File: src/common/spmm_pkg.sv
package spmm_pkg;

  // Element and matrix sizes
  localparam int DATA_WIDTH      = 8;
  localparam int NUM_FEATURE_IN  = 64;
  localparam int NUM_FEATURE_OUT = 4;
  localparam int MAX_NODES       = 16;
  localparam int ACC_WIDTH       = 20;

  // Derived index widths
  localparam int COL_IDX_WIDTH   = $clog2(NUM_FEATURE_IN);
  // Row length must hold 0 up to NUM_FEATURE_IN inclusive
  localparam int ROW_LEN_WIDTH   = $clog2(NUM_FEATURE_IN + 1);
  localparam int NUM_NODE_WIDTH  = $clog2(MAX_NODES);

  // Scalar types
  typedef logic signed [DATA_WIDTH-1:0]     data_t;
  typedef logic        [COL_IDX_WIDTH-1:0]  col_idx_t;
  typedef logic        [ROW_LEN_WIDTH-1:0]  row_len_t;
  typedef logic        [NUM_NODE_WIDTH-1:0] node_cnt_t;
  typedef logic signed [ACC_WIDTH-1:0]      acc_t;

  // One row of W, lane 0 in the low bits
  typedef data_t [NUM_FEATURE_OUT-1:0] wgt_row_t;

  // One row of WH, one signed sum per output lane
  typedef acc_t [NUM_FEATURE_OUT-1:0] res_vec_t;

  // CSR reader states
  typedef enum logic [1:0] {
    RD_IDLE   = 2'd0,
    RD_STREAM = 2'd1,
    RD_EMPTY  = 2'd2
  } reader_state_e;

endpackage

File: src/common/nz_stream_if.sv
`timescale 1ns/1ns

interface nz_stream_if;
  import spmm_pkg::*;

  logic      valid;
  logic      ready;
  col_idx_t  col_idx;
  data_t     val;
  // Row markers, set by the reader
  logic      first;
  logic      last;
  logic      empty_row;
  // Per-row node info carried with every entry
  node_cnt_t num_node;
  logic      src_flag;

  modport src (
    output valid, col_idx, val, first, last, empty_row, num_node, src_flag,
    input  ready
  );

  modport dst (
    input  valid, col_idx, val, first, last, empty_row, num_node, src_flag,
    output ready
  );

endinterface

File: src/design/csr_row_reader.sv
`timescale 1ns/1ns

module csr_row_reader (
  input  logic               clk,
  input  logic               rst_n,
  input  logic               hdr_valid_i,
  input  spmm_pkg::row_len_t  hdr_row_len_i,
  input  spmm_pkg::node_cnt_t hdr_num_node_i,
  input  logic               hdr_src_flag_i,
  output logic               hdr_ready_o,
  input  logic               nz_valid_i,
  input  spmm_pkg::col_idx_t  nz_col_idx_i,
  input  spmm_pkg::data_t     nz_val_i,
  output logic               nz_ready_o,
  nz_stream_if.src           nz_o
);
  import spmm_pkg::*;

  reader_state_e state_q;
  reader_state_e state_d;
  row_len_t      remain_q;
  logic          first_q;
  node_cnt_t     num_node_q;
  logic          src_flag_q;
  logic          hdr_rdy_q;
  logic          hdr_fire;
  logic          nz_fire;
  logic          streaming;

  assign streaming = (state_q == RD_STREAM);
  assign hdr_fire  = hdr_valid_i && hdr_ready_o;
  assign nz_fire   = streaming && nz_valid_i && nz_o.ready;

  // Header side is registered so it stays low through reset
  assign hdr_ready_o = hdr_rdy_q;
  assign nz_ready_o  = streaming && nz_o.ready;

  always_comb begin
    state_d = state_q;
    case (state_q)
      RD_IDLE: begin
        if (hdr_fire) begin
          state_d = (hdr_row_len_i == '0) ? RD_EMPTY : RD_STREAM;
        end
      end
      RD_STREAM: begin
        if (nz_fire && remain_q == row_len_t'(1)) begin
          state_d = RD_IDLE;
        end
      end
      RD_EMPTY: begin
        if (nz_o.ready) begin
          state_d = RD_IDLE;
        end
      end
      default: state_d = RD_IDLE;
    endcase
  end

  always_ff @(posedge clk or negedge rst_n) begin
    if (!rst_n) begin
      state_q    <= RD_IDLE;
      hdr_rdy_q  <= 1'b0;
      remain_q   <= '0;
      first_q    <= 1'b0;
      num_node_q <= '0;
      src_flag_q <= 1'b0;
    end else begin
      state_q   <= state_d;
      hdr_rdy_q <= (state_d == RD_IDLE);
      if (hdr_fire) begin
        remain_q   <= hdr_row_len_i;
        first_q    <= 1'b1;
        num_node_q <= hdr_num_node_i;
        src_flag_q <= hdr_src_flag_i;
      end else if (nz_fire) begin
        remain_q <= remain_q - row_len_t'(1);
        first_q  <= 1'b0;
      end
    end
  end

  // Nonzeros pass straight through, an empty row gets one synthetic entry
  assign nz_o.valid     = streaming ? nz_valid_i : (state_q == RD_EMPTY);
  assign nz_o.col_idx   = streaming ? nz_col_idx_i : '0;
  assign nz_o.val       = streaming ? nz_val_i : '0;
  assign nz_o.first     = streaming ? first_q : 1'b1;
  assign nz_o.last      = streaming ? (remain_q == row_len_t'(1)) : 1'b1;
  assign nz_o.empty_row = !streaming;
  assign nz_o.num_node  = num_node_q;
  assign nz_o.src_flag  = src_flag_q;

endmodule

File: src/design/nz_fifo.sv
`timescale 1ns/1ns

module nz_fifo #(
  parameter int FIFO_DEPTH = 8
) (
  input  logic     clk,
  input  logic     rst_n,
  nz_stream_if.dst in_i,
  nz_stream_if.src out_o
);
  import spmm_pkg::*;

  localparam int AW      = $clog2(FIFO_DEPTH);
  localparam int ENTRY_W = COL_IDX_WIDTH + DATA_WIDTH + 3 + NUM_NODE_WIDTH + 1;

  logic [ENTRY_W-1:0] mem [FIFO_DEPTH];
  logic [AW:0]        wr_ptr;
  logic [AW:0]        rd_ptr;
  logic               full;
  logic               empty;
  logic               push;
  logic               pop;

  // Extra top bit tells full from empty when the indices match
  assign empty = (wr_ptr == rd_ptr);
  assign full  = (wr_ptr[AW] != rd_ptr[AW]) && (wr_ptr[AW-1:0] == rd_ptr[AW-1:0]);

  assign in_i.ready  = !full;
  assign out_o.valid = !empty;

  assign push = in_i.valid && in_i.ready;
  assign pop  = out_o.valid && out_o.ready;

  always_ff @(posedge clk) begin
    if (push) begin
      mem[wr_ptr[AW-1:0]] <= {in_i.col_idx, in_i.val, in_i.first, in_i.last,
                              in_i.empty_row, in_i.num_node, in_i.src_flag};
    end
  end

  always_ff @(posedge clk or negedge rst_n) begin
    if (!rst_n) begin
      wr_ptr <= '0;
      rd_ptr <= '0;
    end else begin
      if (push) begin
        wr_ptr <= wr_ptr + 1'b1;
      end
      if (pop) begin
        rd_ptr <= rd_ptr + 1'b1;
      end
    end
  end

  // Head entry read without a register
  assign {out_o.col_idx, out_o.val, out_o.first, out_o.last,
          out_o.empty_row, out_o.num_node, out_o.src_flag} = mem[rd_ptr[AW-1:0]];

endmodule

File: src/sparse_pe/weight_bank.sv
`timescale 1ns/1ns

module weight_bank (
  input  logic               clk,
  input  logic               rst_n,
  input  logic               we_i,
  input  spmm_pkg::col_idx_t waddr_i,
  input  spmm_pkg::wgt_row_t wdata_i,
  input  logic               rd_en_i,
  input  spmm_pkg::col_idx_t raddr_i,
  output spmm_pkg::wgt_row_t rdata_o
);
  import spmm_pkg::*;

  // One entry per row of W
  wgt_row_t mem [NUM_FEATURE_IN];
  wgt_row_t rdata_q;

  always_ff @(posedge clk) begin
    if (we_i) begin
      mem[waddr_i] <= wdata_i;
    end
  end

  // Read register holds its row while the PE is stalled
  always_ff @(posedge clk or negedge rst_n) begin
    if (!rst_n) begin
      rdata_q <= '0;
    end else if (rd_en_i) begin
      rdata_q <= mem[raddr_i];
    end
  end

  assign rdata_o = rdata_q;

endmodule

File: src/sparse_pe/sparse_pe.sv
`timescale 1ns/1ns

module sparse_pe (
  input  logic                clk,
  input  logic                rst_n,
  nz_stream_if.dst            nz_i,
  output logic                wgt_rd_en_o,
  output spmm_pkg::col_idx_t  wgt_addr_o,
  input  spmm_pkg::wgt_row_t  wgt_row_i,
  output logic                res_valid_o,
  output spmm_pkg::res_vec_t  res_o,
  output spmm_pkg::node_cnt_t res_num_node_o,
  output logic                res_src_flag_o,
  input  logic                res_ready_i
);
  import spmm_pkg::*;

  logic      adv;
  logic      pop;

  // Stage 1, entry waiting for its weight row
  logic      s1_valid;
  data_t     s1_val;
  logic      s1_first;
  logic      s1_last;
  logic      s1_empty;
  node_cnt_t s1_num_node;
  logic      s1_src_flag;

  // Stage 2, lane sums of the current row
  res_vec_t  acc_q;
  logic      s2_done;
  node_cnt_t s2_num_node;
  logic      s2_src_flag;
  acc_t      prod [NUM_FEATURE_OUT];

  // Result register
  logic      res_valid_q;
  res_vec_t  res_q;
  node_cnt_t res_num_node_q;
  logic      res_src_flag_q;

  // Whole pipe moves only when the result slot is free or draining
  assign adv = !res_valid_q || res_ready_i;
  assign pop = nz_i.valid && adv;

  assign nz_i.ready  = adv;
  assign wgt_rd_en_o = adv;
  assign wgt_addr_o  = nz_i.col_idx;

  always_ff @(posedge clk or negedge rst_n) begin
    if (!rst_n) begin
      s1_valid <= 1'b0;
    end else if (adv) begin
      s1_valid <= nz_i.valid;
    end
  end

  always_ff @(posedge clk) begin
    if (pop) begin
      s1_val      <= nz_i.val;
      s1_first    <= nz_i.first;
      s1_last     <= nz_i.last;
      s1_empty    <= nz_i.empty_row;
      s1_num_node <= nz_i.num_node;
      s1_src_flag <= nz_i.src_flag;
    end
  end

  // Products sign extended to the lane width before the multiply
  always_comb begin
    for (int l = 0; l < NUM_FEATURE_OUT; l++) begin
      prod[l] = acc_t'($signed(s1_val)) * acc_t'($signed(wgt_row_i[l]));
    end
  end

  always_ff @(posedge clk) begin
    if (adv && s1_valid) begin
      for (int l = 0; l < NUM_FEATURE_OUT; l++) begin
        if (s1_empty) begin
          acc_q[l] <= '0;
        end else if (s1_first) begin
          acc_q[l] <= prod[l];
        end else begin
          acc_q[l] <= acc_q[l] + prod[l];
        end
      end
      s2_num_node <= s1_num_node;
      s2_src_flag <= s1_src_flag;
    end
  end

  always_ff @(posedge clk or negedge rst_n) begin
    if (!rst_n) begin
      s2_done     <= 1'b0;
      res_valid_q <= 1'b0;
    end else if (adv) begin
      s2_done     <= s1_valid && s1_last;
      res_valid_q <= s2_done;
    end
  end

  always_ff @(posedge clk) begin
    if (adv && s2_done) begin
      res_q          <= acc_q;
      res_num_node_q <= s2_num_node;
      res_src_flag_q <= s2_src_flag;
    end
  end

  assign res_valid_o    = res_valid_q;
  assign res_o          = res_q;
  assign res_num_node_o = res_num_node_q;
  assign res_src_flag_o = res_src_flag_q;

endmodule

File: src/design/spmm_top.sv
`timescale 1ns/1ns

module spmm_top #(
  parameter int FIFO_DEPTH = 8
) (
  input  logic                clk,
  input  logic                rst_n,
  // Row header stream
  input  logic                hdr_valid_i,
  input  spmm_pkg::row_len_t  hdr_row_len_i,
  input  spmm_pkg::node_cnt_t hdr_num_node_i,
  input  logic                hdr_src_flag_i,
  output logic                hdr_ready_o,
  // Nonzero stream
  input  logic                nz_valid_i,
  input  spmm_pkg::col_idx_t  nz_col_idx_i,
  input  spmm_pkg::data_t     nz_val_i,
  output logic                nz_ready_o,
  // Weight load port
  input  logic                wgt_we_i,
  input  spmm_pkg::col_idx_t  wgt_addr_i,
  input  spmm_pkg::wgt_row_t  wgt_data_i,
  // Result stream
  output logic                res_valid_o,
  output spmm_pkg::res_vec_t  res_o,
  output spmm_pkg::node_cnt_t res_num_node_o,
  output logic                res_src_flag_o,
  input  logic                res_ready_i
);
  import spmm_pkg::*;

  logic     wgt_rd_en;
  col_idx_t wgt_raddr;
  wgt_row_t wgt_rdata;

  nz_stream_if rd_to_fifo ();
  nz_stream_if fifo_to_pe ();

  csr_row_reader csr_row_reader_inst (
    .clk            (clk),
    .rst_n          (rst_n),
    .hdr_valid_i    (hdr_valid_i),
    .hdr_row_len_i  (hdr_row_len_i),
    .hdr_num_node_i (hdr_num_node_i),
    .hdr_src_flag_i (hdr_src_flag_i),
    .hdr_ready_o    (hdr_ready_o),
    .nz_valid_i     (nz_valid_i),
    .nz_col_idx_i   (nz_col_idx_i),
    .nz_val_i       (nz_val_i),
    .nz_ready_o     (nz_ready_o),
    .nz_o           (rd_to_fifo)
  );

  nz_fifo #(
    .FIFO_DEPTH (FIFO_DEPTH)
  ) nz_fifo_inst (
    .clk   (clk),
    .rst_n (rst_n),
    .in_i  (rd_to_fifo),
    .out_o (fifo_to_pe)
  );

  weight_bank weight_bank_inst (
    .clk     (clk),
    .rst_n   (rst_n),
    .we_i    (wgt_we_i),
    .waddr_i (wgt_addr_i),
    .wdata_i (wgt_data_i),
    .rd_en_i (wgt_rd_en),
    .raddr_i (wgt_raddr),
    .rdata_o (wgt_rdata)
  );

  sparse_pe sparse_pe_inst (
    .clk            (clk),
    .rst_n          (rst_n),
    .nz_i           (fifo_to_pe),
    .wgt_rd_en_o    (wgt_rd_en),
    .wgt_addr_o     (wgt_raddr),
    .wgt_row_i      (wgt_rdata),
    .res_valid_o    (res_valid_o),
    .res_o          (res_o),
    .res_num_node_o (res_num_node_o),
    .res_src_flag_o (res_src_flag_o),
    .res_ready_i    (res_ready_i)
  );

endmodule

File: config.mk
export PLATFORM = sky130hd
export DESIGN_NAME = spmm_top
export DESIGN_NICKNAME = d
export VERILOG_FILES = /design/src/common/spmm_pkg.sv /design/src/common/nz_stream_if.sv /design/src/design/csr_row_reader.sv /design/src/design/nz_fifo.sv /design/src/sparse_pe/weight_bank.sv /design/src/sparse_pe/sparse_pe.sv /design/src/design/spmm_top.sv
export SDC_FILE = /design/constraint.sdc
export NUM_CORES = 2
export LEC_CHECK = 0
export BUFFER_PORTS_ARGS = -buffer_cell sky130_fd_sc_hd__buf_2
export CORE_AREA = 2 2 494 496
export CTS_CLUSTER_SIZE = 24
export DETAILED_ROUTE_END_ITERATION = 8
export DIE_AREA = 0 0 496 498
export GPL_ROUTABILITY_DRIVEN = 0
export GPL_TIMING_DRIVEN = 0
export HOLD_SLACK_MARGIN = 0.03
export PLACE_DENSITY_LB_ADDON = 0.2
export SLEW_MARGIN = 20
export SYNTH_ARGS = -nofsm -noshare
export SYNTH_HDL_FRONTEND = slang
export SYNTH_SLANG_ARGS = --single-unit
File: constraint.sdc
create_clock -name clk -period 13.5 [get_ports clk]
set_input_delay 2.025 -clock clk [delete_from_list [all_inputs] [get_ports clk]]
set_output_delay 2.025 -clock clk [all_outputs]
set_load 0.01 [all_outputs]
== Word level (Yosys, flattened, before mapping) ==
Memory sizes are Yosys's and may differ from the RTL's. A register that Yosys moved wholly into a read port is not among the register bits.
Cells that the tools add are included.

* Register bits: 213
* Latch bits: 0
* Bits in writable memories: 2224
* ROM bits: 0
* Input port bits: 70
* Output and inout bits: 88
* Word-level logic and storage cells: 91
* Memories: 2

* Add/subtract/negate cells: 7
* Multipliers: 4
* Div/mod/pow operators: 0
* Order comparisons: 0
* Eq/ne operators: 6
* Shift-type cells: 0
* Multiplexer cells: 22
* Bitwise operators: 0
* Reduce and logical (&&, ||, !) cells: 21

{| class="wikitable"
|+ Memory list
! name !! depth !! bits a word !! read ports !! clocked after Yosys merged registers in !! write ports !! RTL line !! source
|-
| weight_bank_inst.mem || 64 || 32 || 1 || 1 || 1 || weight_bank.sv:16 || <nowiki>wgt_row_t mem [NUM_FEATURE_IN];</nowiki>
|-
| nz_fifo_inst.mem || 8 || 22 || 1 || 0 || 1 || nz_fifo.sv:16 || <nowiki>logic [ENTRY_W-1:0] mem [FIFO_DEPTH];</nowiki>
|}

{| class="wikitable"
|+ Operators by type and width
! kind !! number
|-
| adder 20 bit || 4
|-
| 2-to-1 mux 20 bit || 4
|-
| multiplier 8 x 8 -> 16 bit || 4
|-
| 2-to-1 mux 7 bit || 2
|-
| logical AND 1 bit || 11
|-
| 2-to-1 mux 1 bit || 9
|-
| adder 4 x 1 -> 4 bit, second input constant || 2
|-
| 2-to-1 mux 2 bit || 4
|-
| 2-to-1 mux 8 bit || 1
|-
| == test 7 x 1 -> 1 bit, second input constant || 1
|-
| logical NOT 7 bit || 1
|-
| subtractor 7 x 1 -> 7 bit, second input constant || 1
|-
| 2-to-1 mux 6 bit || 1
|-
| case mux 2 bit (3 select lines) || 1
|-
| logical NOT 1 bit || 5
|-
| == test 4 bit || 1
|-
| logical NOT 2 bit || 2
|-
| == test 3 bit || 1
|-
| == test 2 x 1 -> 1 bit, second input constant || 1
|-
| == test 2 bit, second input constant || 1
|-
| nonzero test 2 bit || 1
|-
| logical OR 1 bit || 1
|-
| != test 1 bit || 1
|}

== Longest topological paths before layout ==
* Word-level depth: 8
* Gate-level depth with buffers: 27
* Depth with buffers taken out: 25

== Hierarchy ==
Synthesis repeated with hierarchy kept, for this count alone.

* Cells, all modules: 6267
* Area total of the unflattened synthesis: 108516.6 um2

{| class="wikitable"
|+ Modules (own cells, without submodules)
! module !! instances !! cells each !! area an instance (um2) !! seq. area each (um2)
|-
| weight_bank || 1 || 3843 || 79990.5 || 62299.8
|-
| sparse_pe || 1 || 1999 || 20241.9 || 5660.4
|-
| nz_fifo || 1 || 312 || 7343.3 || 5485.3
|-
| csr_row_reader || 1 || 113 || 940.9 || 400.4
|}

== Worst setup path after synthesis ==
OpenSTA, ideal clock, no wires.

* Path kind: input port to flip-flop
* Start point: input port res_ready_i
* End point: register sparse_pe_inst.res_num_node_q[0], in the netlist sparse_pe_inst.res_num_node_o[0], enable pin
* Library setup time: 539 ps
* Arrival time: 6349 ps
* Required time: 12961 ps
* Path slack: 6612 ps
* Stages: 5
* Path buffers: 3
* Cells stage by stage: nor2b_1 clkbuf_1 clkbuf_1 clkbuf_1 nor2b_1

* Longest elaborated chain between the ends: 2

{| class="wikitable"
|+ RTL lines
! what !! RTL line !! source
|-
| start: declaration || spmm_top.sv:28 || <nowiki>input logic res_ready_i</nowiki>
|-
| logical OR 1 bit || sparse_pe.sv:44 || <nowiki>assign adv = !res_valid_q || res_ready_i;</nowiki>
|-
| logical AND 1 bit || sparse_pe.sv:104 || <nowiki>if (adv && s2_done) begin</nowiki>
|-
| end signal: assignment || sparse_pe.sv:106 || <nowiki>res_num_node_q <= s2_num_node;</nowiki>
|-
| end: declaration || sparse_pe.sv:40 || <nowiki>node_cnt_t res_num_node_q;</nowiki>
|}

No other way between the ends.
A chain may end at the register's enable or synchronous reset.

== Final worst setup path ==
* Start point: register sparse_pe_inst.s1_val[0]
* End point: register sparse_pe_inst.acc_q[19] in the netlist's numbering (data pin)

* Longest elaborated chain between the ends: 3

{| class="wikitable"
|+ RTL lines
! what !! RTL line !! source
|-
| start: declaration || sparse_pe.sv:23 || <nowiki>data_t s1_val;</nowiki>
|-
| start signal: assignment || sparse_pe.sv:61 || <nowiki>s1_val <= nz_i.val;</nowiki>
|-
| multiplier 8 x 8 -> 16 bit (*) || sparse_pe.sv:73 || <nowiki>prod[l] = acc_t'($signed(s1_val)) * acc_t'($signed(wgt_row_i[l]));</nowiki>
|-
| adder 20 bit || sparse_pe.sv:85 || <nowiki>acc_q[l] <= acc_q[l] + prod[l];</nowiki>
|-
| 2-to-1 mux 20 bit (*) || sparse_pe.sv:82 || <nowiki>end else if (s1_first) begin</nowiki>
|-
| end signal: indexed assignment || sparse_pe.sv:83 || <nowiki>acc_q[l] <= prod[l];</nowiki>
|-
| end signal: indexed assignment || sparse_pe.sv:85 ||
|-
| end: declaration || sparse_pe.sv:31 || <nowiki>res_vec_t acc_q;</nowiki>
|}

Every way passes the cells marked *; elsewhere a longest branch is shown, timed or not.

==> results.rst <==
.. list-table::
   :header-rows: 1

   * - Metric
     - Value
   * - Vias post-DR
     - 68.6k
   * - Most used flip-flop cell after synthesis
     - sky130_fd_sc_hd__edfxtp_1
   * - Most frequent standard cell in the layout excluding fill and tap cells
     - sky130_fd_sc_hd__edfxtp_1
   * - Biggest area contributors in the synthesized netlist
     - sky130_fd_sc_hd__edfxtp_1 (67%), sky130_fd_sc_hd__nand2_1 (6.2%), sky130_fd_sc_hd__fa_1 (4.1%)
   * - Post-synthesis average cell area
     - 13.6 um2
   * - Sum of negative setup slack
     - 0 ns
   * - Final critical-path share of the clock period
     - 56.0%
   * - Seq/Total Area, Yosys
     - 68.3%
   * - DIE AREA
     - 0.247 mm2
   * - Longest individual stage delay on the worst path
     - 0.67 ns
   * - Dominant cell type by count on the critical path
     - sky130_fd_sc_hd__ha_1
   * - Worst-path fanout max
     - 10
   * - Number of port buffers
     - 152
   * - Most frequent cells in the layout
     - sky130_fd_sc_hd__edfxtp_1 (2,410), sky130_fd_sc_hd__nand2_1 (1,797), sky130_fd_sc_hd__nand3_1 (534), sky130_fd_sc_hd__inv_1 (350), sky130_fd_sc_hd__clkbuf_16 (281)
   * - Count of endpoints failing hold in the final timing report
     - 0
   * - Number of detailed-route iterations in the first pass
     - 6
   * - Die Ht
     - 498 um
   * - Number of warnings printed during yosys synthesis
     - 0
   * - Hold Buf Count CTS
     - 0
   * - Maximum number of buffers from clock root to sink
     - 4
   * - Number of enable flip-flop cells after synthesis
     - 2,410
   * - RSZ-0062 raised after global routing
     - false
   * - Number of nets produced by synthesis
     - 8,443
   * - Number of buffers inserted during clock tree synthesis
     - 276
   * - List of cells traversed by the critical path
     - clkbuf_1 > clkbuf_1 > and2_1 > ha_1 > fa_1 > ha_1 > inv_1 > fa_1 > inv_1 > ha_1 > fa_1 > a21o_1 > a21oi_1 > o21bai_1 > a21oi_1 > o21ai_0 > xor2_1 > ha_1 > nand4_1 > o311ai_0 > a41oi_1 > mux2i_1 > or3_1 > a21oi_1
   * - Overall global routing resource usage
     - 26.3%
   * - Post-synthesis sequential element count
     - 2,469
   * - Area leader, netlist
     - sky130_fd_sc_hd__edfxtp_1
   * - Number of gates resized after cts
     - 0
   * - Starting Density
     - 44.7%
   * - Root buffer cell
     - sky130_fd_sc_hd__clkbuf_16
   * - Data arrival time of the critical path
     - 8.26 ns
   * - Largest net degree at the start of global routing
     - 65
   * - DRC viols
     - 0
   * - Number of I/O pins
     - 158
   * - Die Span X
     - 496 um
   * - DPL Wire Length
     - 230 mm
   * - Via count normalized by instance count
     - 5.76
   * - Worst-Skew Late Latency
     - 0.94 ns
   * - Via count of the first global-routing pass
     - 66.5k
   * - Max Clock Freq
     - 132 MHz
   * - Count of different cell masters after synthesis
     - 64
   * - Number of DRC markers in iteration 0
     - 7,515
   * - Floorplan row count
     - 181
   * - Total wirelength of the detailed-routed design
     - 328 mm
   * - Fraction of final layout cells with drive strength greater than 1
     - 11.3%
   * - Share of Yosys cell area claimed by the top area cell type
     - 66.9%
   * - Required arrival time at the worst endpoint
     - 14.20 ns
   * - Design Area, Final
     - 0.124 mm2
   * - Core outline area
     - 0.242 mm2
   * - Count of buffers added by post-CTS timing repair for setup
     - 0
   * - Htree depth
     - 5
   * - Min Tclk post-route
     - 7.56 ns
   * - Cell Area, Placed
     - 0.116 mm2
   * - Worst slew pin tran
     - 1.34 ns
   * - Worst-path cell with the longest stage delay
     - sky130_fd_sc_hd__o311ai_0
   * - Count of clock tree sinks
     - 2,469
   * - TritonCTS clock tree
     - built
   * - Final net count
     - 8,985
   * - CTS clock-pin slew for the worst setup and hold paths
     - 0.06 ns
   * - Critical Path End Type
     - register
   * - Synth-to-layout area growth
     - 14.9%
   * - Utilization of the core after routing
     - 51.4%
   * - Worst Skew
     - 0.0886 ns
   * - Synthesized instance count
     - 7,941
   * - Share of async-settable or async-resettable flops after synthesis
     - 2.39%
   * - Number of antenna violations at the first check in global routing
     - 25
   * - Number of max-slew violations in the final report
     - 0
   * - Startpoint kind of the worst setup timing path
     - register
   * - Cell area after synthesis
     - 0.108 mm2
   * - Class of the tightest hold or removal check
     - reg2reg
   * - Routed length per instance
     - 27.6 um
   * - Max-cap violations
     - 0
   * - Max-slew headroom at the worst pin
     - 9.72%
   * - Worst Path Class, Setup
     - reg2reg
   * - Number of setup violations in the final report
     - 0
   * - Outcome
     - finished clean
   * - First-pass GRT wire length
     - 468 mm
   * - Total global routing overflow
     - 0
   * - Detail Route Antenna Nets
     - 0
==> final timing paths <==
path	from	endpoint	slack (ns)	cells after the start
min	sparse_pe_inst.s2_num_node[0]	sparse_pe_inst.res_num_node_o[0]	0.42	0
min reg2reg	sparse_pe_inst.s2_num_node[0]	sparse_pe_inst.res_num_node_o[0]	0.42	0
min in group asynchronous	rst_n	sparse_pe_inst.s1_valid	1.07	1
max reg2reg	sparse_pe_inst.s1_val[0]	sparse_pe_inst.acc_q[19]	5.94	24
max in group asynchronous	rst_n	weight_bank_inst.rdata_o[9]	11.83	2
max	sparse_pe_inst.s1_val[0]	sparse_pe_inst.acc_q[19]	5.94	24
==> worst max-delay path, delay by kind of cell (launching register included) <==
family                     cells  cell delay (ns)
buffers and inverters          4             1.14
xor gates and xnor gates       1             0.20
muxes                          1             0.17
AOI/OAI and AO/OA              8             2.07
adders and majority gates      7             2.36
DFF                            1             0.61
and+or+nand+nor                3             0.76
==> sequential cells by signal, summed over array words and instances, names as in the netlist, 4 cells and up <==
name / cells
csr_row_reader_inst.nz_o.num_node: 4
csr_row_reader_inst.remain_q: 7
nz_fifo_inst.mem: 176
nz_fifo_inst.rd_ptr: 4
nz_fifo_inst.wr_ptr: 4
sparse_pe_inst.acc_q: 80
sparse_pe_inst.res_num_node_o: 4
sparse_pe_inst.res_o: 80
sparse_pe_inst.s1_num_node: 4
sparse_pe_inst.s1_val: 8
sparse_pe_inst.s2_num_node: 4
weight_bank_inst.mem: 2048
weight_bank_inst.rdata_o: 32
==> synth_stat cells (163+ instances only) <==
library cell	count
sky130_fd_sc_hd__a31oi_1	198
sky130_fd_sc_hd__a32oi_1	224
sky130_fd_sc_hd__and2_1	192
sky130_fd_sc_hd__clkbuf_1	216
sky130_fd_sc_hd__edfxtp_1	2410
sky130_fd_sc_hd__fa_1	224
sky130_fd_sc_hd__ha_1	208
sky130_fd_sc_hd__inv_1	350
sky130_fd_sc_hd__mux2i_1	244
sky130_fd_sc_hd__nand2_1	1797
sky130_fd_sc_hd__nand3_1	534
sky130_fd_sc_hd__nor2_1	163
==> cell type report <==
class	count	area (um2)
multi-input combinational	4690	31700
inverter	352	1320
clock buffer	350	7380
sequential	2469	73800
fill	20400	118000
timing repair buffer	264	3340
buffer	430	1910
antenna	17	42.5
clock inverter	119	759
tap	3202	4010
==> metrics by stage <==
stage	setup slack [ns]	cells	hold slack [ns]
CTS	6.02	11900	0.421
global route	5.50	11900	0.424
detailed placement	6.09	11400	0.407
finish	5.94	11900	0.418
floorplan	6.61	7941	0.400
global placement	2.91	11300	0.407
==> kinds of logic after synthesis <==
kind of cell | Yosys count | synth area share (%)
muxes | 320 | 3.52
xor gates and xnor gates | 138 | 1.12
DFF | 2469 | 68.3
AOI/OAI and AO/OA | 823 | 5.49
and+or+nand+nor | 2977 | 12.0
buffers and inverters | 782 | 2.99
adders and majority gates | 432 | 6.56
==> metal layers <==
| layer | up-vias | share of wire [%] | GRT usage (%) |
|---|---|---|---|
| met5 | - | 0.021 | 0 |
| li1 | 30200 | - | - |
| met3 | 687 | 8.0 | 4.78 |
| met4 | 12 | 5.6 | 12.8 |
| met2 | 2987 | 47 | 41.9 |
| met1 | 34700 | 40 | 34.7 |
Power is left out: the tool's default activity adds up to more than one toggle a clock period on the data nets, which glitch-free logic cannot reach.
